`config.mk`:
```
export PLATFORM = sky130hd
export DESIGN_NAME = frontend_top
export DESIGN_NICKNAME = d
export VERILOG_FILES = /design/src/hdl/fe_pkg.sv /design/src/hdl/edge_det.sv /design/src/hdl/branch_recovery.sv /design/src/hdl/fetch_pc.sv /design/src/hdl/frontend_pipe.sv /design/src/hdl/stomp_ctrl.sv /design/src/hdl/frontend_top.sv
export VERILOG_INCLUDE_DIRS = /design/src /design/src/hdl
export SDC_FILE = /design/constraint.sdc
export NUM_CORES = 1
export LEC_CHECK = 0
export BUFFER_PORTS_ARGS = -buffer_cell sky130_fd_sc_hd__buf_2
export CAP_MARGIN = 20
export CORE_AREA = 2 2 262 186
export DETAILED_ROUTE_END_ITERATION = 8
export DIE_AREA = 0 0 264 188
export PLACE_DENSITY = 0.56
export SKIP_LAST_GASP = 1
export SLEW_MARGIN = 15
export SYNTH_ARGS = -nofsm -noshare
export SYNTH_HDL_FRONTEND = slang
export SYNTH_HIERARCHICAL = 1
export SYNTH_SLANG_ARGS = --single-unit
```
`constraint.sdc`:
```
create_clock -name clk -period 4.2 [get_ports clk]
set_input_delay 0.21 -clock clk [delete_from_list [all_inputs] [get_ports clk]]
set_output_delay 0.21 -clock clk [all_outputs]
set_load 0.02 [all_outputs]
```
`src/hdl/fe_defines.svh`:
```
// ====================
// Widths and fixed values shared by the instruction front end
// Addresses and instruction words are both 32 bits wide
// The BSR opcode is the only one the front end pre-decodes
// ====================
`ifndef FE_DEFINES_SVH
`define FE_DEFINES_SVH

// Fetch address and instruction word widths
`define FE_AW 32
`define FE_IW 32

// First fetch address after reset
`define FE_RST_PC 32'h0000_0100

// Opcode of the unconditional subroutine call
`define FE_OP_BSR 7'h6F

`endif

```
`src/hdl/fe_pkg.sv`:
```
// ====================
// Types shared by the front end blocks
// An instruction word is decoded either as an ALU format or a branch format
// The branch displacement counts words and is sign extended by the user
// ====================
`include "fe_defines.svh"

package fe_pkg;

	// A fetch address
	typedef logic [`FE_AW-1:0] pc_t;

	// Branch miss recovery sequence, idle first
	// Every state after BS_IDLE counts as recovering
	typedef enum logic [2:0] {
		BS_IDLE,
		BS_CHKPT_RESTORE,
		BS_RESTORE2,
		BS_DONE,
		BS_DONE2
	} branch_state_t;

	// Register to register format
	typedef struct packed {
		logic [`FE_IW-23:0] funct;
		logic [4:0]         rs2;
		logic [4:0]         rs1;
		logic [4:0]         rd;
		logic [6:0]         opcode;
	} alu_fmt_t;

	// Branch format with a word displacement in the upper bits
	typedef struct packed {
		logic [`FE_IW-8:0] disp;
		logic [6:0]        opcode;
	} br_fmt_t;

	// The opcode sits in the same bits in both views
	typedef union packed {
		alu_fmt_t alu;
		br_fmt_t  br;
	} insn_t;

endpackage

```
`src/hdl/edge_det.sv`:
```
// ====================
// Edge detector with a clock enable
// The sampled copy of i only moves when ce is high
// Edges are reported against that copy so they hold while ce is low
// ====================
module edge_det (
	input  logic clk,
	input  logic rst,
	input  logic ce,
	input  logic i,
	output logic pe,
	output logic ne,
	output logic ee
);

	logic i_q;

	always_ff @(posedge clk) begin
		if (rst)
			i_q <= 1'b0;
		else if (ce)
			i_q <= i;
	end

	// Rising, falling and any change against the last enabled sample
	assign pe = i & ~i_q;
	assign ne = ~i & i_q;
	assign ee = i ^ i_q;

endmodule

```
`src/hdl/branch_recovery.sv`:
```
// ====================
// Branch miss recovery sequencer
// A miss is only taken in BS_IDLE, a miss during recovery is ignored
// The sequence always lasts four cycles after the miss cycle
// ====================
`include "fe_defines.svh"

module branch_recovery (
	input  logic                  clk,
	input  logic                  rst,
	input  logic                  branchmiss,
	input  fe_pkg::pc_t           misspc,
	output fe_pkg::branch_state_t branch_state,
	output fe_pkg::pc_t           miss_target
);

	fe_pkg::pc_t miss_q;
	logic        take_miss;

	assign take_miss = branchmiss && (branch_state == fe_pkg::BS_IDLE);

	// ====================
	// State walk
	// ====================
	always_ff @(posedge clk) begin
		if (rst) begin
			branch_state <= fe_pkg::BS_IDLE;
			miss_q <= `FE_RST_PC;
		end else begin
			case (branch_state)
				fe_pkg::BS_IDLE: begin
					if (take_miss) begin
						branch_state <= fe_pkg::BS_CHKPT_RESTORE;
						miss_q <= misspc;
					end
				end
				fe_pkg::BS_CHKPT_RESTORE: branch_state <= fe_pkg::BS_RESTORE2;
				fe_pkg::BS_RESTORE2:      branch_state <= fe_pkg::BS_DONE;
				fe_pkg::BS_DONE:          branch_state <= fe_pkg::BS_DONE2;
				default:                  branch_state <= fe_pkg::BS_IDLE;
			endcase
		end
	end

	// The miss address is forwarded in the miss cycle itself
	// This lets fetch be redirected by the same cycle's pulse
	assign miss_target = take_miss ? misspc : miss_q;

endmodule

```
`src/hdl/fetch_pc.sv`:
```
// ====================
// Fetch program counter
// Priority is redirect, then hold during a flush, then BSR, then step
// A missed fetch keeps the address so the word is asked for again
// ====================
`include "fe_defines.svh"

module fetch_pc (
	input  logic        clk,
	input  logic        rst,
	input  logic        advance,
	input  logic        ihit,
	input  logic        redirect,
	input  logic        stomp_pipeline,
	input  logic        do_bsr,
	input  fe_pkg::pc_t miss_target,
	input  fe_pkg::pc_t bsr_target,
	output fe_pkg::pc_t fetch_pc
);

	always_ff @(posedge clk) begin
		if (rst) begin
			fetch_pc <= `FE_RST_PC;
		end else if (redirect) begin
			// Branch miss recovery restarts at the miss address
			fetch_pc <= miss_target;
		end else if (!stomp_pipeline) begin
			// While the flush runs the address stays parked on the target
			if (do_bsr && advance)
				fetch_pc <= bsr_target;
			else if (advance && ihit)
				fetch_pc <= fetch_pc + fe_pkg::pc_t'(4);
		end
	end

endmodule

```
`src/hdl/frontend_pipe.sv`:
```
// ====================
// Stage registers from fetch to queue with BSR pre-decode
// Every stage moves together on advance, nothing moves otherwise
// A stage counts as live only when its valid bit is set and it is not stomped
// ====================
`include "fe_defines.svh"

module frontend_pipe (
	input  logic          clk,
	input  logic          rst,
	input  logic          advance,
	input  logic          ihit,
	input  fe_pkg::pc_t   fetch_pc,
	input  fe_pkg::insn_t fetch_insn,
	input  logic          stomp_fet,
	input  logic          stomp_mux,
	input  logic          stomp_dec,
	input  logic          stomp_ren,
	input  logic          stomp_que,
	output logic          do_bsr,
	output fe_pkg::pc_t   bsr_target,
	output logic          que_valid,
	output fe_pkg::pc_t   que_pc,
	output fe_pkg::insn_t que_insn
);

	// Stage 0 is fetch and stage 4 is queue
	localparam int NSTAGE = 5;

	fe_pkg::pc_t       pc_q   [NSTAGE];
	fe_pkg::insn_t     insn_q [NSTAGE];
	logic [NSTAGE-1:0] v_q;
	logic [NSTAGE-1:0] stomp;
	logic [NSTAGE-1:0] live;
	logic [`FE_IW-8:0] disp;

	assign stomp = {stomp_que, stomp_ren, stomp_dec, stomp_mux, stomp_fet};
	assign live = v_q & ~stomp;

	// ====================
	// Payload
	// ====================
	always_ff @(posedge clk) begin
		if (advance) begin
			pc_q[0] <= fetch_pc;
			insn_q[0] <= fetch_insn;
			for (int s = 1; s < NSTAGE; s++) begin
				pc_q[s] <= pc_q[s-1];
				insn_q[s] <= insn_q[s-1];
			end
		end
	end

	// A fetch without a hit enters as a bubble
	// A stomped stage hands an empty slot to the next one
	always_ff @(posedge clk) begin
		if (rst)
			v_q <= '0;
		else if (advance)
			v_q <= {live[NSTAGE-2:0], ihit};
	end

	// ====================
	// BSR pre-decode at fetch
	// ====================
	assign do_bsr = live[0] && (insn_q[0].alu.opcode == `FE_OP_BSR);

	// Target is the BSR address plus four times the signed word displacement
	assign disp = insn_q[0].br.disp;
	assign bsr_target = pc_q[0] + {{(`FE_AW-`FE_IW+5){disp[`FE_IW-8]}}, disp, 2'b00};

	// Queue port
	assign que_valid = live[NSTAGE-1] & advance;
	assign que_pc = pc_q[NSTAGE-1];
	assign que_insn = insn_q[NSTAGE-1];

endmodule

```
`src/hdl/stomp_ctrl.sv`:
```
// ====================
// Stomp waterfall for the five front end stages
// Each flag belongs to the word currently held in its stage
// Flags move with the stage registers and also on a redirect pulse
// A queued word is dropped when stomped, it is never turned into a copy
// ====================
module stomp_ctrl (
	input  logic                  clk,
	input  logic                  rst,
	input  logic                  advance,
	input  logic                  branchmiss,
	input  fe_pkg::branch_state_t branch_state,
	input  logic                  do_bsr,
	output logic                  stomp_fet,
	output logic                  stomp_mux,
	output logic                  stomp_dec,
	output logic                  stomp_ren,
	output logic                  stomp_que,
	output logic                  stomp_pipeline,
	output logic                  redirect
);

	// Bit 0 is fetch and bit 4 is queue
	logic [4:0] flag_q;
	logic [4:0] flag_d;
	logic [4:0] flag;
	logic       recovering;
	logic       ed_ce;

	// ====================
	// Flush level and redirect pulse
	// ====================

	// Any state past idle belongs to the recovery sequence
	assign recovering = (branch_state >= fe_pkg::BS_CHKPT_RESTORE) &&
		(branch_state <= fe_pkg::BS_DONE2);

	// The flush starts in the miss cycle itself and ends with recovery
	assign stomp_pipeline = branchmiss | recovering;

	// The detector samples on every advance
	// The pulse also clocks it, so the pulse stays one cycle under back-pressure
	assign ed_ce = advance | redirect;

	edge_det u_edge_det (
		.clk (clk),
		.rst (rst),
		.ce  (ed_ce),
		.i   (stomp_pipeline),
		.pe  (redirect),
		.ne  (),
		.ee  ()
	);

	// ====================
	// Waterfall
	// ====================

	// The word entering fetch is stomped during a flush
	// It is also stomped when it is the word behind a BSR at fetch
	// That shadow word then carries its flag down the later stages
	assign flag_d[0] = stomp_pipeline | do_bsr;

	// Later stages inherit the flag of the stage before them
	// A flush in progress sets every stage as it is loaded
	assign flag_d[4:1] = {4{stomp_pipeline}} | flag[3:0];

	// Registers move with the pipe, or on the pulse alone when stalled
	// In that case the held words are squashed where they sit
	always_ff @(posedge clk) begin
		if (rst)
			flag_q <= '1;
		else if (advance || redirect)
			flag_q <= flag_d;
	end

	// The pulse kills the words already past fetch in the same cycle
	// so that none of them is handed on or accepted at the queue port
	assign flag[0] = flag_q[0];
	assign flag[4:1] = flag_q[4:1] | {4{redirect}};

	assign stomp_fet = flag[0];
	assign stomp_mux = flag[1];
	assign stomp_dec = flag[2];
	assign stomp_ren = flag[3];
	assign stomp_que = flag[4];

endmodule

```
`src/hdl/frontend_top.sv`:
```
// ====================
// Instruction front end top level
// The queue port stalls the whole pipe, there is no other stall
// Only one branch miss may be in recovery at a time
// ====================
module frontend_top (
	input  logic          clk,
	input  logic          rst,
	input  logic          ihit,
	input  logic          branchmiss,
	input  logic          que_ready,
	input  fe_pkg::pc_t   misspc,
	input  fe_pkg::insn_t fetch_insn,
	output fe_pkg::pc_t   fetch_pc,
	output logic          que_valid,
	output fe_pkg::pc_t   que_pc,
	output fe_pkg::insn_t que_insn
);

	logic                  advance;
	fe_pkg::branch_state_t branch_state;
	fe_pkg::pc_t           miss_target;
	fe_pkg::pc_t           bsr_target;
	logic                  do_bsr;
	logic                  stomp_fet;
	logic                  stomp_mux;
	logic                  stomp_dec;
	logic                  stomp_ren;
	logic                  stomp_que;
	logic                  stomp_pipeline;
	logic                  redirect;

	// Both pipe segments follow the same queue back-pressure
	assign advance = que_ready;

	branch_recovery u_branch_recovery (
		.clk          (clk),
		.rst          (rst),
		.branchmiss   (branchmiss),
		.misspc       (misspc),
		.branch_state (branch_state),
		.miss_target  (miss_target)
	);

	stomp_ctrl u_stomp_ctrl (
		.clk            (clk),
		.rst            (rst),
		.advance        (advance),
		.branchmiss     (branchmiss),
		.branch_state   (branch_state),
		.do_bsr         (do_bsr),
		.stomp_fet      (stomp_fet),
		.stomp_mux      (stomp_mux),
		.stomp_dec      (stomp_dec),
		.stomp_ren      (stomp_ren),
		.stomp_que      (stomp_que),
		.stomp_pipeline (stomp_pipeline),
		.redirect       (redirect)
	);

	fetch_pc u_fetch_pc (
		.clk            (clk),
		.rst            (rst),
		.advance        (advance),
		.ihit           (ihit),
		.redirect       (redirect),
		.stomp_pipeline (stomp_pipeline),
		.do_bsr         (do_bsr),
		.miss_target    (miss_target),
		.bsr_target     (bsr_target),
		.fetch_pc       (fetch_pc)
	);

	frontend_pipe u_frontend_pipe (
		.clk        (clk),
		.rst        (rst),
		.advance    (advance),
		.ihit       (ihit),
		.fetch_pc   (fetch_pc),
		.fetch_insn (fetch_insn),
		.stomp_fet  (stomp_fet),
		.stomp_mux  (stomp_mux),
		.stomp_dec  (stomp_dec),
		.stomp_ren  (stomp_ren),
		.stomp_que  (stomp_que),
		.do_bsr     (do_bsr),
		.bsr_target (bsr_target),
		.que_valid  (que_valid),
		.que_pc     (que_pc),
		.que_insn   (que_insn)
	);

endmodule

```
== Yosys cells after proc, flatten, opt, wreduce, memory -nomap -nowiden ==
Memory sizes are Yosys's and may differ from the RTL's.
Cells that the tools add are included.
Cells by class
  add/subtract/negate cells: 2
  order comparisons: 2
  eq/ne operators: 6
  muxes and demuxes: 9
  bitwise gates (word level): 10
  reduce and logical (&&, ||, !) cells: 9
Operators with widths (count)
  two-way mux 32 bit: 5
  adder 32 x 3 -> 32 bit, second input constant: 1
  adder 32 bit: 1
  case mux 3 bit (4 select lines): 1
  bitwise OR 4 bit: 2
  equality test 7 bit, second input constant: 1
  equality test 3 x 2 -> 1 bit, second input constant: 2
  bitwise AND 5 bit: 1
  logical AND 1 bit: 5
  NOT 5 bit: 1
  equality test 3 x 1 -> 1 bit, second input constant: 1
  greater-or-equal comparator 3 x 1 -> 1 bit, second input constant: 1
  <= comparator 3 bit, second input constant: 1
  logical NOT 3 bit: 1
  two-way mux 3 bit: 1
  bitwise OR 1 bit: 3
  nonzero test 3 bit: 1
  bitwise AND 1 bit: 2
  two-way mux 1 bit: 2
  inequality test 2 x 1 -> 1 bit, second input constant: 1
  inequality test 2 bit, second input constant: 1
  AND reduction 2 bit: 1
  logical OR 1 bit: 1
  NOT 1 bit: 1
Storage, ports and cells
  bits in registers: 78
  bits in writable memories: 320
  output and inout port bits: 97
  word-level logic and storage cells: 46
  memories kept: 2
Memory list
  u_frontend_pipe.insn_q: words 5, bits a word 32, rd ports 5, clocked after memory_dff 0, write ports 5, line frontend_pipe.sv:31  | fe_pkg::insn_t insn_q [NSTAGE];
  u_frontend_pipe.pc_q: words 5, bits a word 32, rd ports 5, clocked after memory_dff 0, write ports 5, line frontend_pipe.sv:30  | fe_pkg::pc_t pc_q [NSTAGE];

== Longest topological paths before layout ==
Gate-level depths: netlist (run 1).
  depth in word-level cells: 12
  depth in mapped cells: 14
  depth with buffers taken out: 14

== Cells and area by module ==
Netlist (run 1), hierarchy kept.
Modules (own cells, without submodules)
  frontend_pipe: instances 1, cells an instance 604, area an instance 11559.8 sq um
  fetch_pc: instances 1, cells an instance 337, area an instance 2423.6 sq um
  branch_recovery: instances 1, cells an instance 184, area an instance 2060.7 sq um
  stomp_ctrl: instances 1, cells an instance 30, area an instance 244.0 sq um
  edge_det: instances 1, cells an instance 8, area an instance 70.1 sq um

== Least setup slack after synthesis (run 1) ==
Ideal clock, no wire load.
  path type: reg2reg
  start: memory u_frontend_pipe/insn_q[0][15] (netlist bit)
  end: register u_fetch_pc.fetch_pc[29]
  library setup time: 141 ps
  data arrival time: 2551 ps
  required time: 4059 ps
  path slack: 1508 ps
  stages on the path, launching flop included: 11
  clock period less this slack: 2692 ps
  cells stage by stage: edfxtp_1 -> ha_1 -> and3_2 -> a31oi_1 -> nand2_1 -> a31oi_1 -> o311a_1 -> nor3_1 -> or3_1 -> o211ai_1 -> a221oi_1
RTL lines
  from (decl): line frontend_pipe.sv:31
  to (signal assigned): line fetch_pc.sv:23  | fetch_pc <= `FE_RST_PC;
  to (signal assigned): line fetch_pc.sv:26  | fetch_pc <= miss_target;
  to (signal assigned): line fetch_pc.sv:30  | fetch_pc <= bsr_target;
  to (decl): line fetch_pc.sv:18  | output fe_pkg::pc_t fetch_pc

==> run metrics, run 1 <==
initial cell density of the core 0.346; r2r setup slk ~0.84 ns; Setup crit start kind flop; clk slew on worst S/H paths about 0.060 ns; 1st-iter DRT viols 873; CP max stage cell a2111oi_0; Mapped Cells ~1200; leakage 0.00732 µW; pin count of the biggest net entering global routing 150; Finished Cell Area 19800 µm²; Max VDD drop between 200 and 250 µV; worst path bufs/invs 1; Worst-Margin Slew 0.950 ns; CTS tree yes; min-delay src que_ready; R2R Path Start u_frontend_pipe/insn_q[0][7]; CTS Sinks 398; max frequency 298 MHz; final-report max-slew violation count 0; io pins 166; delay-heaviest family, CP compound AO/OA/AOI/OAI gates; Num CTS Buffers 41; Final Skew roughly 0.021 ns; area delta synth->final 21.2%; Cell Count Post-Placement 1913; Worst Path Arrival 3.84 ns; root buf cell clkbuf_16; IO Port Bufs 165; crit-path cells ha_1, inv_1, fa_1, nor2b_1, o2111ai_1, a21oi_1, o31ai_1, a21oi_1, nor2_1, xnor2_1, nand2_1, a2111oi_0, a211o_1; Final Setup Violations 0; Hold WC Path Type in2reg; RSZ-0062 raised after global routing no; CP peak stage delay 0.44 ns; total core area ~47000 µm²; status finished, final reports clean; commonest non-fill, non-tap cell in the layout edfxtp_1; Post-route DRC 0; DP Area 17800 µm²; gpl congestion 0.865; Overall Global Routing Usage 0.151; final period utilization 0.799; wire length per cell 18.7 µm; PD cells roughly 490 nW/µm²; crit end category flop; drt total wl approximately 38000 µm; Initial DRT Pass Iterations 5; hold path cells 3; vias in the first global route 9593; number of max-cap violations 0; # fillers 4421; Die X 264 µm; reg2reg path depth 13; initial antenna violation count 1; global route overflow 0; final cell count without fillers just over 2000; Die Area 49600 µm²; most numerous cell on the critical path a21oi_1; FP Rows between 60 and 70; die height ~190 µm; synth warn 6; H-tree depth 2; Slew HR 0.367; Max Root-Sink Buffers 3; crit-path max FO 3; Clock Latency Late Sink 0.55 ns; post-layout minimum cycle time between 3 and 4 ns; capture point of the worst reg-to-reg path u_fetch_pc/fetch_pc[26]; via count 10200; Mapped Nets approximately 1300; critical path class reg2reg; first-pass GRT wire length 57700 µm; Antenna Nets Post-Route 0; vias per std cell 4.97; layout cells sized above 1 0.210; Worst EP required 4.69 ns; Util after Layout 0.419; hold path endpoint u_frontend_pipe/v_q[0]; dpl hpwl around 26000 µm; number of hold violations in the final report 0; Avg Inst Size Synth 14.1 µm²; Setup TNS Final 0 ns; most frequent cells in the layout edfxtp_1, buf_2, dfxtp_1; mapped cell area 16300 µm²; setup bufs post-CTS 0; Net count, final around 1500
-- through the flow --
step	hold slack, ns	setup WS, ns	total power (µW)
finish	0.0204	0.843	9630
detailed placement	0.388	1.00	6080
CTS	0.00631	0.918	9740
global placement	0.387	0.989	6070
global route	0.0499	0.631	10000
floorplan	0.279	1.51	5600
-- worst register-to-register path, delay by kind of cell, from the launching register on --
family / cells / cell delay (ns)
compound gates: 6 / 1.51
flops: 1 / 0.35
xor+xnor: 1 / 0.32
fa+ha+maj: 2 / 0.62
buf+inv: 1 / 0.07
simple gates: 3 / 0.44
-- worst max-delay path by stage --
stage / start / to / slack (ns) / depth (start not counted)
finish: u_frontend_pipe/insn_q[0][7] / u_fetch_pc/fetch_pc[26] / 0.84 / 13
global route: u_frontend_pipe/pc_q[0][2] / u_fetch_pc/fetch_pc[20] / 0.63 / 12
CTS: u_frontend_pipe/insn_q[0][7] / u_fetch_pc/fetch_pc[26] / 0.92 / 13
detailed placement: u_frontend_pipe/insn_q[0][7] / u_fetch_pc/fetch_pc[26] / 1.00 / 13
global placement: u_frontend_pipe/insn_q[0][7] / u_fetch_pc/fetch_pc[26] / 0.99 / 13
floorplan: u_frontend_pipe/insn_q[0][15] / u_fetch_pc/fetch_pc[29] / 1.51 / 10
-- layer usage --
metal  wire [µm]  vias to the layer above  global-route usage
met5           0                        -                   0
met4         616                        0              0.0343
met3        2760                       49              0.0393
met2       16000                      299               0.211
met1       19100                     4956               0.233
li1            -                     4892                   -
-- area by class of cell --
type / count / area, µm² / share of cell area
Antenna cell: 1 / 2.50 / 0.000126
Clock buffer: 48 / 1070 / 0.0542
Clock inverter: 25 / 235 / 0.0119
Inverter: 28 / 105 / 0.00531
Multi-Input combinational cell: 685 / 4800 / 0.243
Sequential cell: 398 / 11200 / 0.564
Tap cell: 621 / 777 / 0.0393
Timing Repair Buffer: 247 / 1630 / 0.0823
-- registers in the layout, summed over array words and instances, names as in the netlist --
name and cells:
u_stomp_ctrl/flag_q 5, u_fetch_pc/fetch_pc 32, u_stomp_ctrl/u_edge_det/i_q 1, u_frontend_pipe/pc_q 160
u_branch_recovery/branch_state 3, u_branch_recovery/miss_q 32, u_frontend_pipe/v_q 5, u_frontend_pipe/insn_q 160
-- power breakdown --
| group | internal, µW | total [µW] | switching (µW) |
|---|---|---|---|
| clock | 2030 | 3580 | 1550 |
| combinational | 500 | 1280 | 785 |
| sequential | 4590 | 4770 | 184 |
-- timing repair --
action	4_1_cts	5_1_grt
endpoints found under the hold margin	66	0
hold buffers	66	0
resized for setup	0	0
(Power assumes the default switching activity.)
==> inputs of run 2 (changes only) <==
--- a/config.mk
+++ b/config.mk
@@ -6,11 +6,12 @@
 export SDC_FILE = /design/constraint.sdc
 export NUM_CORES = 1
 export LEC_CHECK = 0
+export ABC_AREA = 1
 export BUFFER_PORTS_ARGS = -buffer_cell sky130_fd_sc_hd__buf_2
 export CAP_MARGIN = 20
-export CORE_AREA = 2 2 262 186
+export CORE_AREA = 2 2 266 189
 export DETAILED_ROUTE_END_ITERATION = 8
-export DIE_AREA = 0 0 264 188
+export DIE_AREA = 0 0 268 191
 export PLACE_DENSITY = 0.56
 export SKIP_LAST_GASP = 1
 export SLEW_MARGIN = 15
==> constraint.sdc (replaced) <==
create_clock -name clk -period 3.4 [get_ports clk]
set_input_delay 0.17 -clock clk [delete_from_list [all_inputs] [get_ports clk]]
set_output_delay 0.17 -clock clk [all_outputs]
set_load 0.02 [all_outputs]
==> run metrics, run 2 <==
initial antenna violation count 1; Die X 268 µm; mapped cell area 16900 µm²; IO Port Bufs 165; final-report max-slew violation count 0; total core area 48800 µm²; Slew HR 0.391; post-layout minimum cycle time ~2.7 ns; Net Switching 3380 µW; RSZ-0062 raised after global routing no; Post-route DRC 0; CTS tree yes; Net count, final around 2000; Clk pwr share 0.355; Worst Path Arrival 3.12 ns; DP Area 18500 µm²; Mapped Cells 1621; Int Power 8610 µW; FP Rows 68; via count 11700; clk slew on worst S/H paths 0.07 ns; vias in the first global route 11200; Die Area a little over 50000 µm²; vias per std cell 4.58; Setup crit start kind flop; Worst EP required 3.84 ns; die height between 150 and 200 µm; pin count of the biggest net entering global routing 155; Antenna Nets Post-Route 0; crit end category flop; first-pass GRT wire length around 63000 µm; Reg power frac 0.498; Final Skew 0.0163 ns; Max Root-Sink Buffers 3; CTS Sinks 398; crit-path max FO 34; CTS resizes 0; H-tree depth 2; dpl hpwl 29300 µm; drt total wl 41400 µm; sw frac 0.282; Avg Inst Size Synth 10.4 µm²; Setup TNS Final 0 ns; Max VDD drop 322 µV; top flop regs u_frontend_pipe/insn_q: 160 flops, u_frontend_pipe/pc_q: 160 flops; ANT cells 0; gpl congestion 0.885; PD cells 589 nW/µm²; critical path class reg2reg; Initial DRT Pass Iterations 7; final period utilization 0.787; initial cell density of the core 0.346; Clock Latency Late Sink 0.57 ns; Hold WC Path Type in2reg; Mapped Nets ~1700; number of hold violations in the final report 0; Worst-Margin Slew a little over 0.9 ns; io pins 166; area delta synth->final 20.5%; status finished, final reports clean; Overall Global Routing Usage 0.162; layout cells sized above 1 0.154; commonest non-fill, non-tap cell in the layout nand2_1; max frequency 374 MHz; Finished Cell Area ~20000 µm²; number of max-cap violations 0; synth warn 6; wire length per cell 16.2 µm; Num CTS Buffers just over 40; Util after Layout 0.417; most frequent cells in the layout nand2_1, edfxtp_1, inv_1; Gate power share 0.147; total power 12000 µW; global route overflow 0; root buf cell clkbuf_16; Final Setup Violations 0; 1st-iter DRT viols about 890; leakage 0.00875 µW
[run 2: path summary, 6_finish.rpt]
path	depth (start not counted)	slack, ns	start	endpoint
setup reg to reg	9	0.72	u_frontend_pipe/insn_q[0][2]	u_fetch_pc/fetch_pc[22]
hold / removal	5	0.05	misspc[13]	u_branch_recovery/miss_q[13]
setup / recovery	9	0.72	u_frontend_pipe/insn_q[0][2]	u_fetch_pc/fetch_pc[22]
hold reg to reg	0	0.40	u_frontend_pipe/pc_q[1][26]	u_frontend_pipe/pc_q[2][26]
[run 2: final cells by class]
type,instances,area (µm²)
fillers,4744,28400
flip-flops and latches,398,11200
multi-input cells,945,4620
repair buffers,238,1570
clock buffers,48,1050
inverters,238,896
well taps,665,832
clock inverters,27,211
[run 2: repair_timing]
action                                 in CTS  in global routing
buffers inserted                            0                  0
hold buffers                               63                  0
endpoints found under the hold margin      63                  0
[run 2: layer usage]
metal	global-route usage	wire length [µm]	share of wire
met5	0	0	0
met1	0.243	20700	0.50
met2	0.237	17300	0.42
met4	0.0413	637	0.015
met3	0.0347	2690	0.065
[run 2: critical path, cell delays in order, from the launching register on]
cell,delay [ns]
edfxtp_1,0.39
nand4_1,0.12
nor4_1,0.08
nand2_1,0.07
buf_4,0.37
o21ai_1,0.19
a31oi_4,0.72
inv_2,0.27
o21ai_0,0.26
a21oi_1,0.07
[run 2: metrics by stage]
step | instances | setup WS (ns) | hold WS, ns
after floorplan | 1621 | 1.33 | 0.232
after global placement | 2421 | 0.764 | 0.347
after detailed placement | 2421 | 0.696 | 0.349
after CTS | 2559 | 0.712 | 0.0109
after global routing | 2559 | 0.491 | 0.0676
final | 2559 | 0.723 | 0.0469
[run 2: power groups by stage]
stage / Sequential (µW) / Clock (µW) / Combinational (µW)
after floorplan: 6060 / 0 / 1000
after global placement: 6070 / 0 / 1700
after detailed placement: 6080 / 0 / 1700
after CTS: 5980 / 4410 / 1770
after global routing: 6010 / 4590 / 1980
final: 5970 / 4250 / 1760
